## src/common/pitch_defines.svh

```systemverilog
`ifndef PITCH_DEFINES_SVH
`define PITCH_DEFINES_SVH

// excitation memory
`define EXC_AW 8
`define EXC_DEPTH 256

// sample and accumulator widths
`define DATA_W 16
`define ACC_W 32

// interpolation filter
`define L_INTER 10 // taps per side
`define UP_SAMP 3 // 1/3 resolution
`define COEF_AW 5

// rounding constant added before taking the upper half
`define ROUND_K 32'h0000_8000

`endif

```

## src/common/pitch_pkg.sv

```systemverilog
`include "pitch_defines.svh"

package pitch_pkg;

	////////////////////////////////////////////////////////////////////////////
	// sequencer states

	typedef enum logic [4:0] {
		IDLE,
		NEGATE_FRAC,
		ADJUST_FRAC,
		J_LOOP,
		SET_C1,
		SET_C2,
		I_LOOP,
		MAC_X1,
		MAC_X2,
		STORE,
		ACK_HOLD
	} ctrl_state_e;

	////////////////////////////////////////////////////////////////////////////
	// operator opcodes

	typedef enum logic [1:0] {
		OP_ADD,
		OP_SUB,
		OP_NEGATE
	} op16_e;

	typedef enum logic [1:0] {
		OP_L_MAC, // la + L_mult(ma, mb)
		OP_L_ADD,
		OP_NONE
	} op32_e;

	////////////////////////////////////////////////////////////////////////////
	// structs

	typedef struct packed {
		logic [`EXC_AW-1:0] base;
		logic [15:0] t0;
		logic signed [15:0] frac;
		logic [15:0] l_subfr;
	} pitch_req_t;

	typedef struct packed {
		op16_e op16;
		logic [`DATA_W-1:0] a;
		logic [`DATA_W-1:0] b;
		op32_e op32;
		logic [`ACC_W-1:0] la;
		logic [`ACC_W-1:0] lb;
		logic [`DATA_W-1:0] ma; // multiplier operands
		logic [`DATA_W-1:0] mb;
	} op_req_t;

	typedef struct packed {
		logic [`DATA_W-1:0] r16;
		logic [`ACC_W-1:0] r32;
	} op_rsp_t;

	typedef struct packed {
		logic [`EXC_AW-1:0] addr;
		logic [`DATA_W-1:0] wdata;
		logic we;
	} mem_port_t;

endpackage

```

## src/source/basic_ops.sv

```systemverilog
`timescale 1ns/1ps
`include "pitch_defines.svh"

module basic_ops
(
	input pitch_pkg::op_req_t ops_req,
	output pitch_pkg::op_rsp_t ops_rsp
);

	logic [`DATA_W:0] sum17; // one guard bit
	logic signed [`ACC_W-1:0] prod;
	logic [`ACC_W-1:0] mult;

	// clip a 17-bit result back into 16 bits
	function automatic logic [`DATA_W-1:0] sat16(input logic [`DATA_W:0] v);
		if (v[`DATA_W] != v[`DATA_W-1])
			sat16 = v[`DATA_W] ? 16'h8000 : 16'h7fff;
		else
			sat16 = v[`DATA_W-1:0];
	endfunction

	// L_add
	function automatic logic [`ACC_W-1:0] sat_add32(
		input logic [`ACC_W-1:0] x,
		input logic [`ACC_W-1:0] y
	);
		logic [`ACC_W:0] s33;
		s33 = {x[`ACC_W-1], x} + {y[`ACC_W-1], y};
		if (s33[`ACC_W] != s33[`ACC_W-1])
			sat_add32 = s33[`ACC_W] ? 32'h8000_0000 : 32'h7fff_ffff;
		else
			sat_add32 = s33[`ACC_W-1:0];
	endfunction

	//////////////////////////////////////////////////////////////////////////
	// 16-bit lane

	always_comb
	begin
		case (ops_req.op16)
			pitch_pkg::OP_ADD:
				sum17 = {ops_req.a[`DATA_W-1], ops_req.a} + {ops_req.b[`DATA_W-1], ops_req.b};
			pitch_pkg::OP_SUB:
				sum17 = {ops_req.a[`DATA_W-1], ops_req.a} - {ops_req.b[`DATA_W-1], ops_req.b};
			pitch_pkg::OP_NEGATE:
				sum17 = '0 - {ops_req.a[`DATA_W-1], ops_req.a}; // -32768 clips to 32767
			default:
				sum17 = '0;
		endcase
	end

	assign ops_rsp.r16 = sat16(sum17);

	//////////////////////////////////////////////////////////////////////////
	// 32-bit lane

	assign prod = $signed(ops_req.ma) * $signed(ops_req.mb);

	// L_mult, only 0x8000 * 0x8000 overflows after the doubling
	always_comb
	begin
		if (ops_req.ma == 16'h8000 && ops_req.mb == 16'h8000)
			mult = 32'h7fff_ffff;
		else
			mult = prod <<< 1;
	end

	always_comb
	begin
		case (ops_req.op32)
			pitch_pkg::OP_L_MAC:
				ops_rsp.r32 = sat_add32(ops_req.la, mult);
			pitch_pkg::OP_L_ADD:
				ops_rsp.r32 = sat_add32(ops_req.la, ops_req.lb);
			default:
				ops_rsp.r32 = ops_req.la; // pass accumulator
		endcase
	end

endmodule

```

## config.mk

```make
export PLATFORM = sky130hd
export DESIGN_NAME = basic_ops
export DESIGN_NICKNAME = d
export VERILOG_FILES = /design/src/common/pitch_pkg.sv /design/src/source/basic_ops.sv
export VERILOG_INCLUDE_DIRS = /design/src /design/src/common
export SDC_FILE = /design/constraint.sdc
export NUM_CORES = 1
export LEC_CHECK = 0
export ABC_AREA = 0
export BUFFER_PORTS_ARGS = -buffer_cell sky130_fd_sc_hd__buf_4
export CELL_PAD_IN_SITES_DETAIL_PLACEMENT = 1
export CELL_PAD_IN_SITES_GLOBAL_PLACEMENT = 2
export CORE_ASPECT_RATIO = 2
export CORE_MARGIN = 5
export CORE_UTILIZATION = 37
export DETAILED_ROUTE_END_ITERATION = 12
export PLACE_DENSITY = 0.94
export SYNTH_ARGS = -nofsm -noshare
export SYNTH_HDL_FRONTEND = slang
export SYNTH_SLANG_ARGS = --single-unit
```

## constraint.sdc

```tcl
create_clock -name vclk -period 17.3
set_clock_uncertainty 0.1 [all_clocks]
set_input_delay 3.46 -clock vclk [all_inputs]
set_output_delay 3.46 -clock vclk [all_outputs]
set_load 0.005 [all_outputs]
```

======== Yosys cells after proc, flatten, opt, wreduce, memory -nomap -nowiden ========
Index checks and enable logic that the tools add are counted.
cells by class
  add/sub/neg operators ................... 5
  multiply operators ...................... 1
  equal/unequal tests ..................... 8
  multiplexer cells ....................... 9
  reduce and logical (&&, ||, !) cells .... 3
operators by type and width
  cell                                                  count
  two-way mux 32 bit                                    5
  adder 32 x 32 -> 33 bit                               2
  one-hot mux 32 bit (2 select lines)                   1
  one-hot mux 17 bit (3 select lines)                   1
  equality test 16 bit (second input constant)          2
  two-way mux 16 bit                                    2
  multiplier 16 x 16 -> 31 bit                          1
  adder 16 x 16 -> 17 bit                               1
  subtractor 1 x 16 -> 17 bit (first input constant)    1
  subtractor 16 x 16 -> 17 bit                          1
  equality test 2 x 1 -> 1 bit (second input constant)  2
  logical NOT 2 bit                                     2
  != test 1 bit                                         3
  equality test 2 bit (second input constant)           1
  logical AND 1 bit                                     1
word-level totals
  register bits after elaboration ......... 0
  output and inout port bits .............. 48

======== Longest topological paths before layout ========
  depth after elaboration ................. 7
  mapped depth ............................ 40

======== Worst setup path before layout ========
No wires, ideal clock.
  path kind ............................... in2out
  start ................................... input port ops_req[26] (netlist bit)
  end ..................................... output port ops_rsp[23] (netlist bit)
  data arrival time ....................... 11.422 ns
  slack ................................... 2.318 ns
  stages on the path ...................... 35
  buffers on the path ..................... 4
  path through ............................ clkbuf_1 > clkbuf_1 > nand2_1 > fa_1 > fa_1 > fa_1 > fa_1 > inv_1 > fa_1 > fa_1 > ha_1 > a21o_1 > a21oi_1 > o21ai_0 > a31oi_1 > a41oi_1 > o21ai_0 > nand2b_1 > a21o_1 > a21oi_1 > xor2_1 > nand2_1 > ha_1 > and3_1 > a211oi_1 > o21ai_0 > a31oi_1 > nand2_1 > o211ai_1 > o31a_1 > clkbuf_1 > xnor2_1 > clkbuf_1 > o21ai_0 > nand3_1
RTL lines
  element          RTL line        text
  start, declared  basic_ops.sv:6  input pitch_pkg::op_req_t ops_req,
  end, declared    basic_ops.sv:7  output pitch_pkg::op_rsp_t ops_rsp

==> impl_metrics.py <==
metrics = {
    "outcome": {
        "outcome": "completed",
    },
    "sta": {
        "final.setup.tns_ns": 0,
        "min_period_over_period": 0.9115,
        "max-slew-margin-rel": 0.2231,
        "rsz0062_at_grt": "no",
        "drv_slew": 0,
        "max_freq_mhz": 63.41,
        "setup_viol": 0,
        "final_hold_viol_count": 0,
        "max_slew.worst_pin.slew_ns": 1.165,
        "finalCriticalPeriod_ns": 15.77,
    },
    "synth": {
        "synth_area_leaders": "fa_1, ha_1, inv_1, nand2_1, xnor2_1",
        "ys_seq_area_frac": 0,
        "netlist_instances": 1965,
        "synth_top_area_frac": 0.3346,
        "yosys-mux-area-fraction": 0.002018,
        "synth-compound-area-share": 0.1630,
        "ys_warn_count": 0,
        "synthAdderAreaFrac": 0.4694,
        "synth_area_leader_cell": "fa_1",
        "synth_top_family_by_area": "adder cells",
        "syn_area_per_cell_um2": 7.887,
        "synthSimpleGateAreaFrac": 0.1923,
        "syn_area_um2": 15500,
        "yosysUniqueCellTypes": 79,
        "syn_nets": 2519,
        "synthXorXnorAreaFrac": 0.07404,
    },
    "route": {
        "ant_nets": 0,
        "drt_iter0_markers": 460,
        "drc": 0,
        "drt-total-wl_mm": 53.96,
        "vias": 14410,
        "routedWlPerCell_um": 20.63,
        "drt-vias-per-instance": 5.511,
        "drt-pass1-iter-count": 5,
    },
    "die": {
        "die_y_um": 299.4,
        "io_pins": 180,
        "design.die.area_um2": 46330,
        "coreArea_um2": 41640,
        "chipWidth_um": 154.7,
        "rows": 106,
        "initial_utilization": 0.3721,
    },
    "worst_setup_path": {
        "arrival_ns": 12.21,
        "end_kind": "output port",
        "slowest_delay_ns": 0.56,
        "cpMostUsedCell": "fa_1",
        "critPathSlowestCell": "fa_1",
        "start_kind": "input pin",
        "crit_required_ns": 13.74,
        "worstSetupPathType": "in -> out",
        "path_max_fanout": 25,
    },
    "global_route": {
        "grt_pass1_wl_mm": 85.31,
        "grt_pass1_vias": 16496,
        "grt_max_degree": 37,
        "grt.overflow.total": 0,
        "grt_antenna_before_repair": 0,
        "grtUsageTotal": 0.2292,
    },
    "layout": {
        "n_clock_buffer": 0,
        "syn2layout_area_growth_pct": 11.37,
        "register_area_um2": 0,
        "nFlopsAndLatches": 0,
        "drive_gt1_frac": 0.1007,
        "final_cell_mix": "inv_1, fa_1, nand2_1",
        "antenna_cells": 0,
        "final_nets": 2631,
        "final_common_cell": "inv_1",
    },
    "placement": {
        "gp_congestion": 0.9121,
        "portBuffers": 180,
        "place_hpwl_mm": 47.50,
    },
    "min_path": {
        "worstHoldPathType": "in -> out",
    },
    "clock_network": {
        "postCtsSetupBuffers": 0,
        "cts_hold_buf": 0,
        "cts_resized": 0,
    },
    "run": {
        "maxCapViolCount": 0,
    },
}
cells in the mapped netlist (3+ instances only):
library cell / instances
fa_1: 259
o21ai_1: 26
o211ai_1: 9
a211oi_1: 16
a31o_2: 4
o31ai_1: 6
o21ai_0: 98
nand3_1: 51
or3_1: 13
nand2b_1: 23
o21bai_1: 10
clkbuf_1: 66
nand2_1: 218
and2_1: 126
a22oi_1: 10
a31oi_1: 12
and3_1: 13
maj3_1: 5
or2_2: 4
xnor2_1: 91
nand4_1: 4
inv_1: 327
nor2b_1: 10
nor3_1: 37
ha_1: 163
nor4_1: 12
o21a_1: 14
or4_1: 5
a21oi_1: 98
o22ai_1: 4
nand3b_1: 5
xor2_1: 40
nor2_1: 74
nor3b_1: 3
a21o_1: 45
routing by layer:
metal / vias to the layer above / part of all wire / track usage
li1: 6606 / - / -
met3: 168 / 0.027 / 0.01055
met2: 370 / 0.58 / 0.4680
met4: 0 / 0.076 / 0.1383
met5: - / 0 / 0
met1: 7266 / 0.32 / 0.2169
per-stage QoR:
step	util	instances	instance area [um^2]	setup slack, ns	hold WS (ns)
global route	0.4144	2615	17260	1.007	7.156
CTS	0.4144	2615	17260	1.596	7.137
global placement	0.4144	2615	17260	1.858	7.132
detailed placement	0.4144	2615	17260	1.592	7.137
floorplan	-	1965	15500	2.318	6.928
finish	0.4144	2615	17260	1.531	7.131
cell families after synthesis:
logic type / after synthesis
simple gates: 605
fa+ha+maj: 427
buf+inv: 402
compound gates: 397
xor+xnor: 131
mux: 3
worst paths after layout:
kind,from,end,slack [ns],cells after the start
setup / recovery,ops_req[25],ops_rsp[29],1.53,33
hold / removal,ops_req[64],ops_rsp[0],7.13,4
worst max-delay path: cells and delay by family:
kind | cells | cell delay (ns)
AOI/OAI and AO/OA | 13 | 2.88
xor gates and xnor gates | 2 | 0.67
adders and majority gates | 8 | 3.80
buffers and inverters | 4 | 0.68
and+or+nand+nor | 6 | 0.68
final cells by class:
cell class,count,area (um^2)
Tap cell,540,675.6
Inverter,327,1227
Multi-Input combinational cell,1563,13970
Timing Repair Buffer,185,1389
Fill cell,5162,24390
Power is not shown: default switching activity piles up to over one toggle a cycle in this logic, so the estimate is an artifact.
