--- src/common/pitch_defines.svh ---
`ifndef PITCH_DEFINES_SVH
`define PITCH_DEFINES_SVH

// excitation memory
`define EXC_AW 8
`define EXC_DEPTH 256

// sample and accumulator widths
`define DATA_W 16
`define ACC_W 32

// interpolation filter
`define L_INTER 10 // taps per side
`define UP_SAMP 3 // 1/3 resolution
`define COEF_AW 5

// rounding constant added before taking the upper half
`define ROUND_K 32'h0000_8000

`endif

--- src/source/inter_rom.sv ---
`timescale 1ns/1ps
`include "pitch_defines.svh"

module inter_rom
(
	input logic clk,
	input logic [`COEF_AW-1:0] coef_addr,
	output logic [`DATA_W-1:0] coef
);

	// inter_3l, Q15 windowed sinc at 1/3 resolution
	always_ff @(posedge clk)
	begin
		case (coef_addr)
			5'd0: coef <= 16'sd29443; // centre tap
			5'd1: coef <= 16'sd25207;
			5'd2: coef <= 16'sd14701;
			5'd3: coef <= 16'sd3143;
			5'd4: coef <= -16'sd4402;
			5'd5: coef <= -16'sd5850;
			5'd6: coef <= -16'sd2783;
			5'd7: coef <= 16'sd1211;
			5'd8: coef <= 16'sd3130;
			5'd9: coef <= 16'sd2259;
			5'd10: coef <= 16'sd0;
			5'd11: coef <= -16'sd1652;
			5'd12: coef <= -16'sd1666;
			5'd13: coef <= -16'sd464;
			5'd14: coef <= 16'sd756;
			5'd15: coef <= 16'sd1099;
			5'd16: coef <= 16'sd550;
			5'd17: coef <= -16'sd245;
			5'd18: coef <= -16'sd634;
			5'd19: coef <= -16'sd451;
			5'd20: coef <= 16'sd0;
			5'd21: coef <= 16'sd308;
			5'd22: coef <= 16'sd296;
			5'd23: coef <= 16'sd78;
			5'd24: coef <= -16'sd120;
			5'd25: coef <= -16'sd155;
			5'd26: coef <= -16'sd56;
			5'd27: coef <= 16'sd44;
			5'd28: coef <= 16'sd69;
			5'd29: coef <= 16'sd31;
			5'd30: coef <= 16'sd0;
			default: coef <= '0; // past the table
		endcase
	end

endmodule

--- config.mk ---
export PLATFORM = sky130hd
export DESIGN_NAME = inter_rom
export DESIGN_NICKNAME = d
export VERILOG_FILES = /design/src/source/inter_rom.sv
export VERILOG_INCLUDE_DIRS = /design/src /design/src/common
export SDC_FILE = /design/constraint.sdc
export NUM_CORES = 1
export LEC_CHECK = 0
export BUFFER_PORTS_ARGS = -buffer_cell sky130_fd_sc_hd__buf_2
export CAP_MARGIN = 20
export CORE_UTILIZATION = 49
export CTS_BUF_LIST = sky130_fd_sc_hd__clkbuf_16
export CTS_CLUSTER_SIZE = 28
export DETAILED_ROUTE_END_ITERATION = 12
export GPL_TIMING_DRIVEN = 0
export PLACE_DENSITY = 0.73
export SLEW_MARGIN = 20
export SYNTH_ARGS = -nofsm -noshare
export SYNTH_HDL_FRONTEND = slang
export SYNTH_SLANG_ARGS = --single-unit
--- constraint.sdc ---
create_clock -name clk -period 2 [get_ports clk]
set_input_delay 0.3 -clock clk [delete_from_list [all_inputs] [get_ports clk]]
set_output_delay 0.3 -clock clk [all_outputs]
set_load 0.03 [all_outputs]
# [After elaboration in Yosys (flattened, before gate mapping)]
# Memories as Yosys holds them, arrays and structs flattened. A register that Yosys moved wholly into a read port is not among the register bits.
# Cells that the tools add are included.
[totals] regBits=0 mem_bits_ro=512 in_bits=6 output_inout_bits=16 elab_cells=1 n_memories=1
[mem_list] name="(no name shown)" depth=32 word_bits=16 rd=1 rd_ports_with_merged_regs=1 wr=0 line_no="inter_rom.sv:14" rtl="case (coef_addr)"

# [Depth between registers and ports, before layout]
# Gate-level depths: netlist of the first run.
[logic_depth] word_depth=0 ltp_mapped=7 ltp_nobuf=5

# [Worst setup path before layout of the first run]
# OpenSTA, ideal clock, no wires.
[synth_timing] kind="input -> register" from="in coef_addr[1]" to="reg coef[5]" setup_ns=0.134 arrival_ns=1.795 required_time_ns=1.866 slack_ns=0.070 cell_stages=6 path_buffers=2 cell_sequence="clkbuf_1 -> inv_1 -> ha_1 -> buf_2 -> mux2_4 -> mux4_2"
[synth_lines] element="start: declaration" line_no="inter_rom.sv:7" rtl="input logic [`COEF_AW-1:0] coef_addr,"
[synth_lines] element="end: declaration" line_no="inter_rom.sv:8" rtl="output logic [`DATA_W-1:0] coef"

==> results.toml, run 1 <==
[outcome]
status = "completed"

[logic_synthesis]
ys_types = 40
synth.cells.most_frequent = "dfxtp_1, a21oi_1, ha_1"
synth-seq-cells = 16
async_reset_ff_frac = 0
synth.net_count = 147
synth_area_leaders = "dfxtp_1, ha_1, mux4_2"
netlist_area_um2 = 1179
synth_flop_cell = "dfxtp_1"
yosysWarnings = 0
synth.top_cell.area_share = 0.2718
synth.most_common_cell = "dfxtp_1"
synth.yosys.seq_area_share = 0.2718
synth_largest_area_cell = "dfxtp_1"
synth-edff-count = 0
syn_area_per_cell_um2 = 8.929
synth_cells = 132

[sta]
rsz0062_at_grt = "no"
fin_crit_ns = 1.846
tns_ns = 0
timing.hold.ws_ns = 0.5021
fin_ws_ns = 0.1538
period_share = 0.9231
setup_viol = 0
slew_headroom = 0.6946
tightest_slew_ns = 0.4581
finalMaxSlewViolations = 0
max_freq_mhz = 541.7
hold_viol = 0

[floorplan]
io_pins = 22
die_y_um = 51.05
die_area_um2 = 2606
row_count = 17
die_w_um = 51.05
core_area_um2 = 2233
start_util = 0.5277

[cts]
htreeDepth = 1
cts_hold_buf = 0
cts_made_buffers = 3
cts_resized = 0
clk_pin_slew_worst_paths_ns = 0.05
cts_setup_buffers = 0
root_buffer = "clkbuf_16"
cts_tree = "done"
clkSinkCount = 16
clockBufferDepth = 2

[worst_setup_path]
crit_fanout = 9
arrival_ns = 1.97
crit_path_end_kind = "flop"
critPathMaxStageDelay_ns = 0.44
crit_family = "multiplexers"
path_class = "primary input to flop"
cp.buffers_inverters = 4
crit_top_cell = "buf_2"
path_cells = "buf_2, buf_2, inv_1, ha_1, buf_2, mux2_4, mux4_2"
cpMaxStageDelayCell = "mux4_2"
start_kind = "primary input"
cp_data_required_time_ns = 2.12

[detailed_routing]
wl_um = 2831
drc = 0
post_drt_wl_per_cell_um = 15.47
vias = 1082
ant_nets = 0
drtIter0Drc = 50
detail_route.vias_per_cell = 5.913
dr.pass1.iters = 4

[layout]
area_delta_synth_final_pct = 17.83
final_cell_area_um2 = 1389
nFillCells = 201
final_util = 0.6218
top_register = "coef"
drive_above_1_share = 0.2774
antenna_cells = 0
nets = 171
largest_reg_flops = 16
largestRegisters = "coef x16"

[power]
p_leak_nw = 0.6388
vdd_drop_max_uv = 485.4
power_density_nw_per_um2 = 765.8

[placement]
dp_hpwl_um = 2003
port-buffer-count = 20
placed_cell_area_um2 = 1314
place.gp.congestion = 0.9664
pre_cts_ws_ns = -0.3429

[global_routing]
grt.overflow.total = 0
grt_pass1_vias = 1037
grt_usage = 0.2484
grt_start_max_net_pins = 16
grt_pass1_wl_um = 4788
antenna_found_initial = 0

[hold_path]
hold_start = "coef_addr[4]"
hold_depth = 3
min_to = "coef[5]"
min_path_type = "primary input to flop"

[run]
maxCapViolCount = 0
-- how the worst max path moves through the flow --
stage,from,end,slack (ns),depth (start not counted)
3_3_place_gp,coef_addr[1],coef[5],-0.26,7
6_report,coef_addr[0],coef[5],0.15,7
4_1_cts,coef_addr[0],coef[5],0.14,7
5_1_grt,coef_addr[0],coef[5],0.06,7
2_1_floorplan,coef_addr[1],coef[5],0.07,6
3_5_place_dp,coef_addr[1],coef[5],-0.34,7
-- layout make-up --
cell class / instances / area [um^2] / share of cell area
plain buffers: 13 / 83.83 / 0.06036
clock buffers: 3 / 75.07 / 0.05405
clock inverters: 1 / 3.754 / 0.002703
inverters: 6 / 22.52 / 0.01622
multi-input cells: 96 / 748.2 / 0.5387
flip-flops and latches: 16 / 320.3 / 0.2306
well taps: 28 / 35.03 / 0.02523
repair buffers: 20 / 100.1 / 0.07207
-- cells by family after synthesis --
logic type | share of synthesized area
mux | 0.1688
flops | 0.2718
buf+inv | 0.09341
xor+xnor | 0.01486
simple gates | 0.1348
fa+ha+maj | 0.09554
compound gates | 0.2208
-- cell usage in the layout, fill, tap and decap left out, types with 5 or more instances in the layout --
master and instances:
buf_2 27, nand2_1 7, nor2b_1 5, nor2_1 7, nand2b_1 6, mux2i_1 6, dfxtp_1 16, o21ai_1 6
ha_1 9, inv_1 5, a21oi_1 10
-- layer usage --
layer	part of all wire	up-vias	wire length, um	track usage
met4	0.013	0	36	0.09259
met2	0.50	41	1408	0.4232
li1	-	519	-	-
met1	0.43	518	1221	0.3139
met3	0.058	4	164	0.03571
met5	0	-	0	0
-- per-stage QoR --
step	cells	total power, mW
after global routing	183	1.115
after detailed placement	180	0.6793
after CTS	183	1.066
final	183	1.064
after floorplan	132	0.6025
after global placement	180	0.6728
-- worst min-delay path, cell delays in order --
cell,delay [ns]
buf_6,0.11
nor2_1,0.09
mux4_2,0.22
-- report_power, final --
group	leakage, nW	switching (mW)	internal, mW
clock network	0.0385	0.124	0.265
registers	0.135	0.00700	0.356
logic	0.466	0.197	0.115
total	0.639	0.327	0.736
(Power assumes the default switching activity.)
==> run 2: changes to the inputs <==
- CORE_UTILIZATION: 49 -> 54
- PLACE_DENSITY: 0.73 -> 0.76
- clock period: 2 -> 1.7 ns (I/O delays scaled with it)
==> results.toml, run 2 (synthesis gave the netlist of run 1 again) <==
[outcome]
status = "completed"

[cts]
htreeDepth = 1
cts_made_buffers = 3
clkSinkCount = 16
clockBufferDepth = 2
clk_pin_slew_worst_paths_ns = 0.05
root_buffer = "clkbuf_16"
cts_tree = "done"

[worst_setup_path]
arrival_ns = 1.74
cp_data_required_time_ns = 1.82
cpMaxStageDelayCell = "mux4_2"
path_class = "primary input to flop"
start_kind = "primary input"
crit_fanout = 9
critPathMaxStageDelay_ns = 0.45
path_cells = "buf_2, buf_6, inv_2, ha_1, buf_4, mux2_4, mux4_2"
crit_path_start = "coef_addr[0]"
crit_path_end_kind = "flop"

[hold_path]
min_to = "coef[9]"
min_path_type = "primary input to flop"
hold_depth = 4
hold_start = "coef_addr[4]"

[layout]
seqCellArea_um2 = 320.3
largestRegisters = "coef x16"
antenna_cells = 0
multiInputGateArea_um2 = 748.2
final_cell_area_um2 = 1444
final_util = 0.7213
final_common_cell = "buf_2"
drive_above_1_share = 0.3125
nFillCells = 163
nets = 176
layout_common_cells = "buf_2, dfxtp_1, a21oi_1"
area_delta_synth_final_pct = 22.50
largest_reg_flops = 16
top_register = "coef"
instances_no_fill = 187

[floorplan]
die_w_um = 48.72
start_util = 0.5887
core_area_um2 = 2002
row_count = 16
die_area_um2 = 2374
die_y_um = 48.72
io_pins = 22

[sta]
tightest_slew_ns = 0.4554
fin_ws_ns = 0.07864
hold_viol = 0
tns_ns = 0
max_freq_mhz = 616.8
slew_headroom = 0.6964
setup_viol = 0
rsz0062_at_grt = "no"
timing.hold.ws_ns = 0.4395
fin_crit_ns = 1.621
finalMaxSlewViolations = 0
period_share = 0.9537

[detailed_routing]
post_drt_wl_per_cell_um = 15.76
ant_nets = 0
drtIter0Drc = 28
wl_um = 2947
vias = 1114
detail_route.vias_per_cell = 5.957
drc = 0
dr.pass1.iters = 4

[power]
total_power_mw = 1.276
power_density_nw_per_um2 = 883.8
vdd_drop_max_uv = 674.1
p_leak_nw = 0.6670

[global_routing]
grt_start_max_net_pins = 11
grt_usage = 0.2658
grt.overflow.total = 0
antenna_found_initial = 0
grt_pass1_vias = 1011
grt_pass1_wl_um = 4816

[run]
maxCapViolCount = 0

[placement]
placed_cell_area_um2 = 1328
port-buffer-count = 20
pre_cts_ws_ns = -0.2414
place.gp.congestion = 0.9003
place_inst = 179
dp_hpwl_um = 1995
-- run 2: cell count changes in the layout (fill, tap and decap cells not counted), sizes merged --
cell    previous run  this run
buf               32        36
clkbuf             4         5
-- run 2: timing repair --
| action | 4_1_cts | 5_1_grt |
|---|---|---|
| hold buffers | 0 | 0 |
| resized for setup | 0 | 3 |
| endpoints found under the setup margin | 0 | 2 |
| buffers inserted | 0 | 4 |
-- run 2: how the worst max path moves through the flow --
stage                     cells after the start  endpoint  slack [ns]
final                                         7   coef[5]        0.08
after global placement                        7   coef[5]       -0.21
after global routing                          7   coef[5]        0.02
after CTS                                     7   coef[5]        0.02
after detailed placement                      7   coef[5]       -0.24
after floorplan                               6   coef[5]        0.02
-- run 2: cell type report --
cell class / count / area share
inverters: 6 / 0.01560
flip-flops and latches: 16 / 0.2218
plain buffers: 14 / 0.07452
clock inverters: 1 / 0.002600
well taps: 27 / 0.02340
clock buffers: 3 / 0.05199
multi-input cells: 96 / 0.5182
repair buffers: 24 / 0.09185
-- run 2: worst max-delay path: cells and delay by family --
family,cells,cell delay [ns]
fa+ha+maj,1,0.29
buf+inv,4,0.48
mux,2,0.70
-- run 2: report_power, final --
group | total, mW | internal [mW] | switching, mW
clock | 0.463 | 0.312 | 0.151
combinational | 0.387 | 0.149 | 0.238
sequential | 0.426 | 0.418 | 0.00757
-- run 2: layer usage --
layer | GRT usage | share of wire
met1 | 0.3517 | 0.42
met2 | 0.4190 | 0.48
met3 | 0.04717 | 0.080
met4 | 0.1225 | 0.018
met5 | 0 | 0
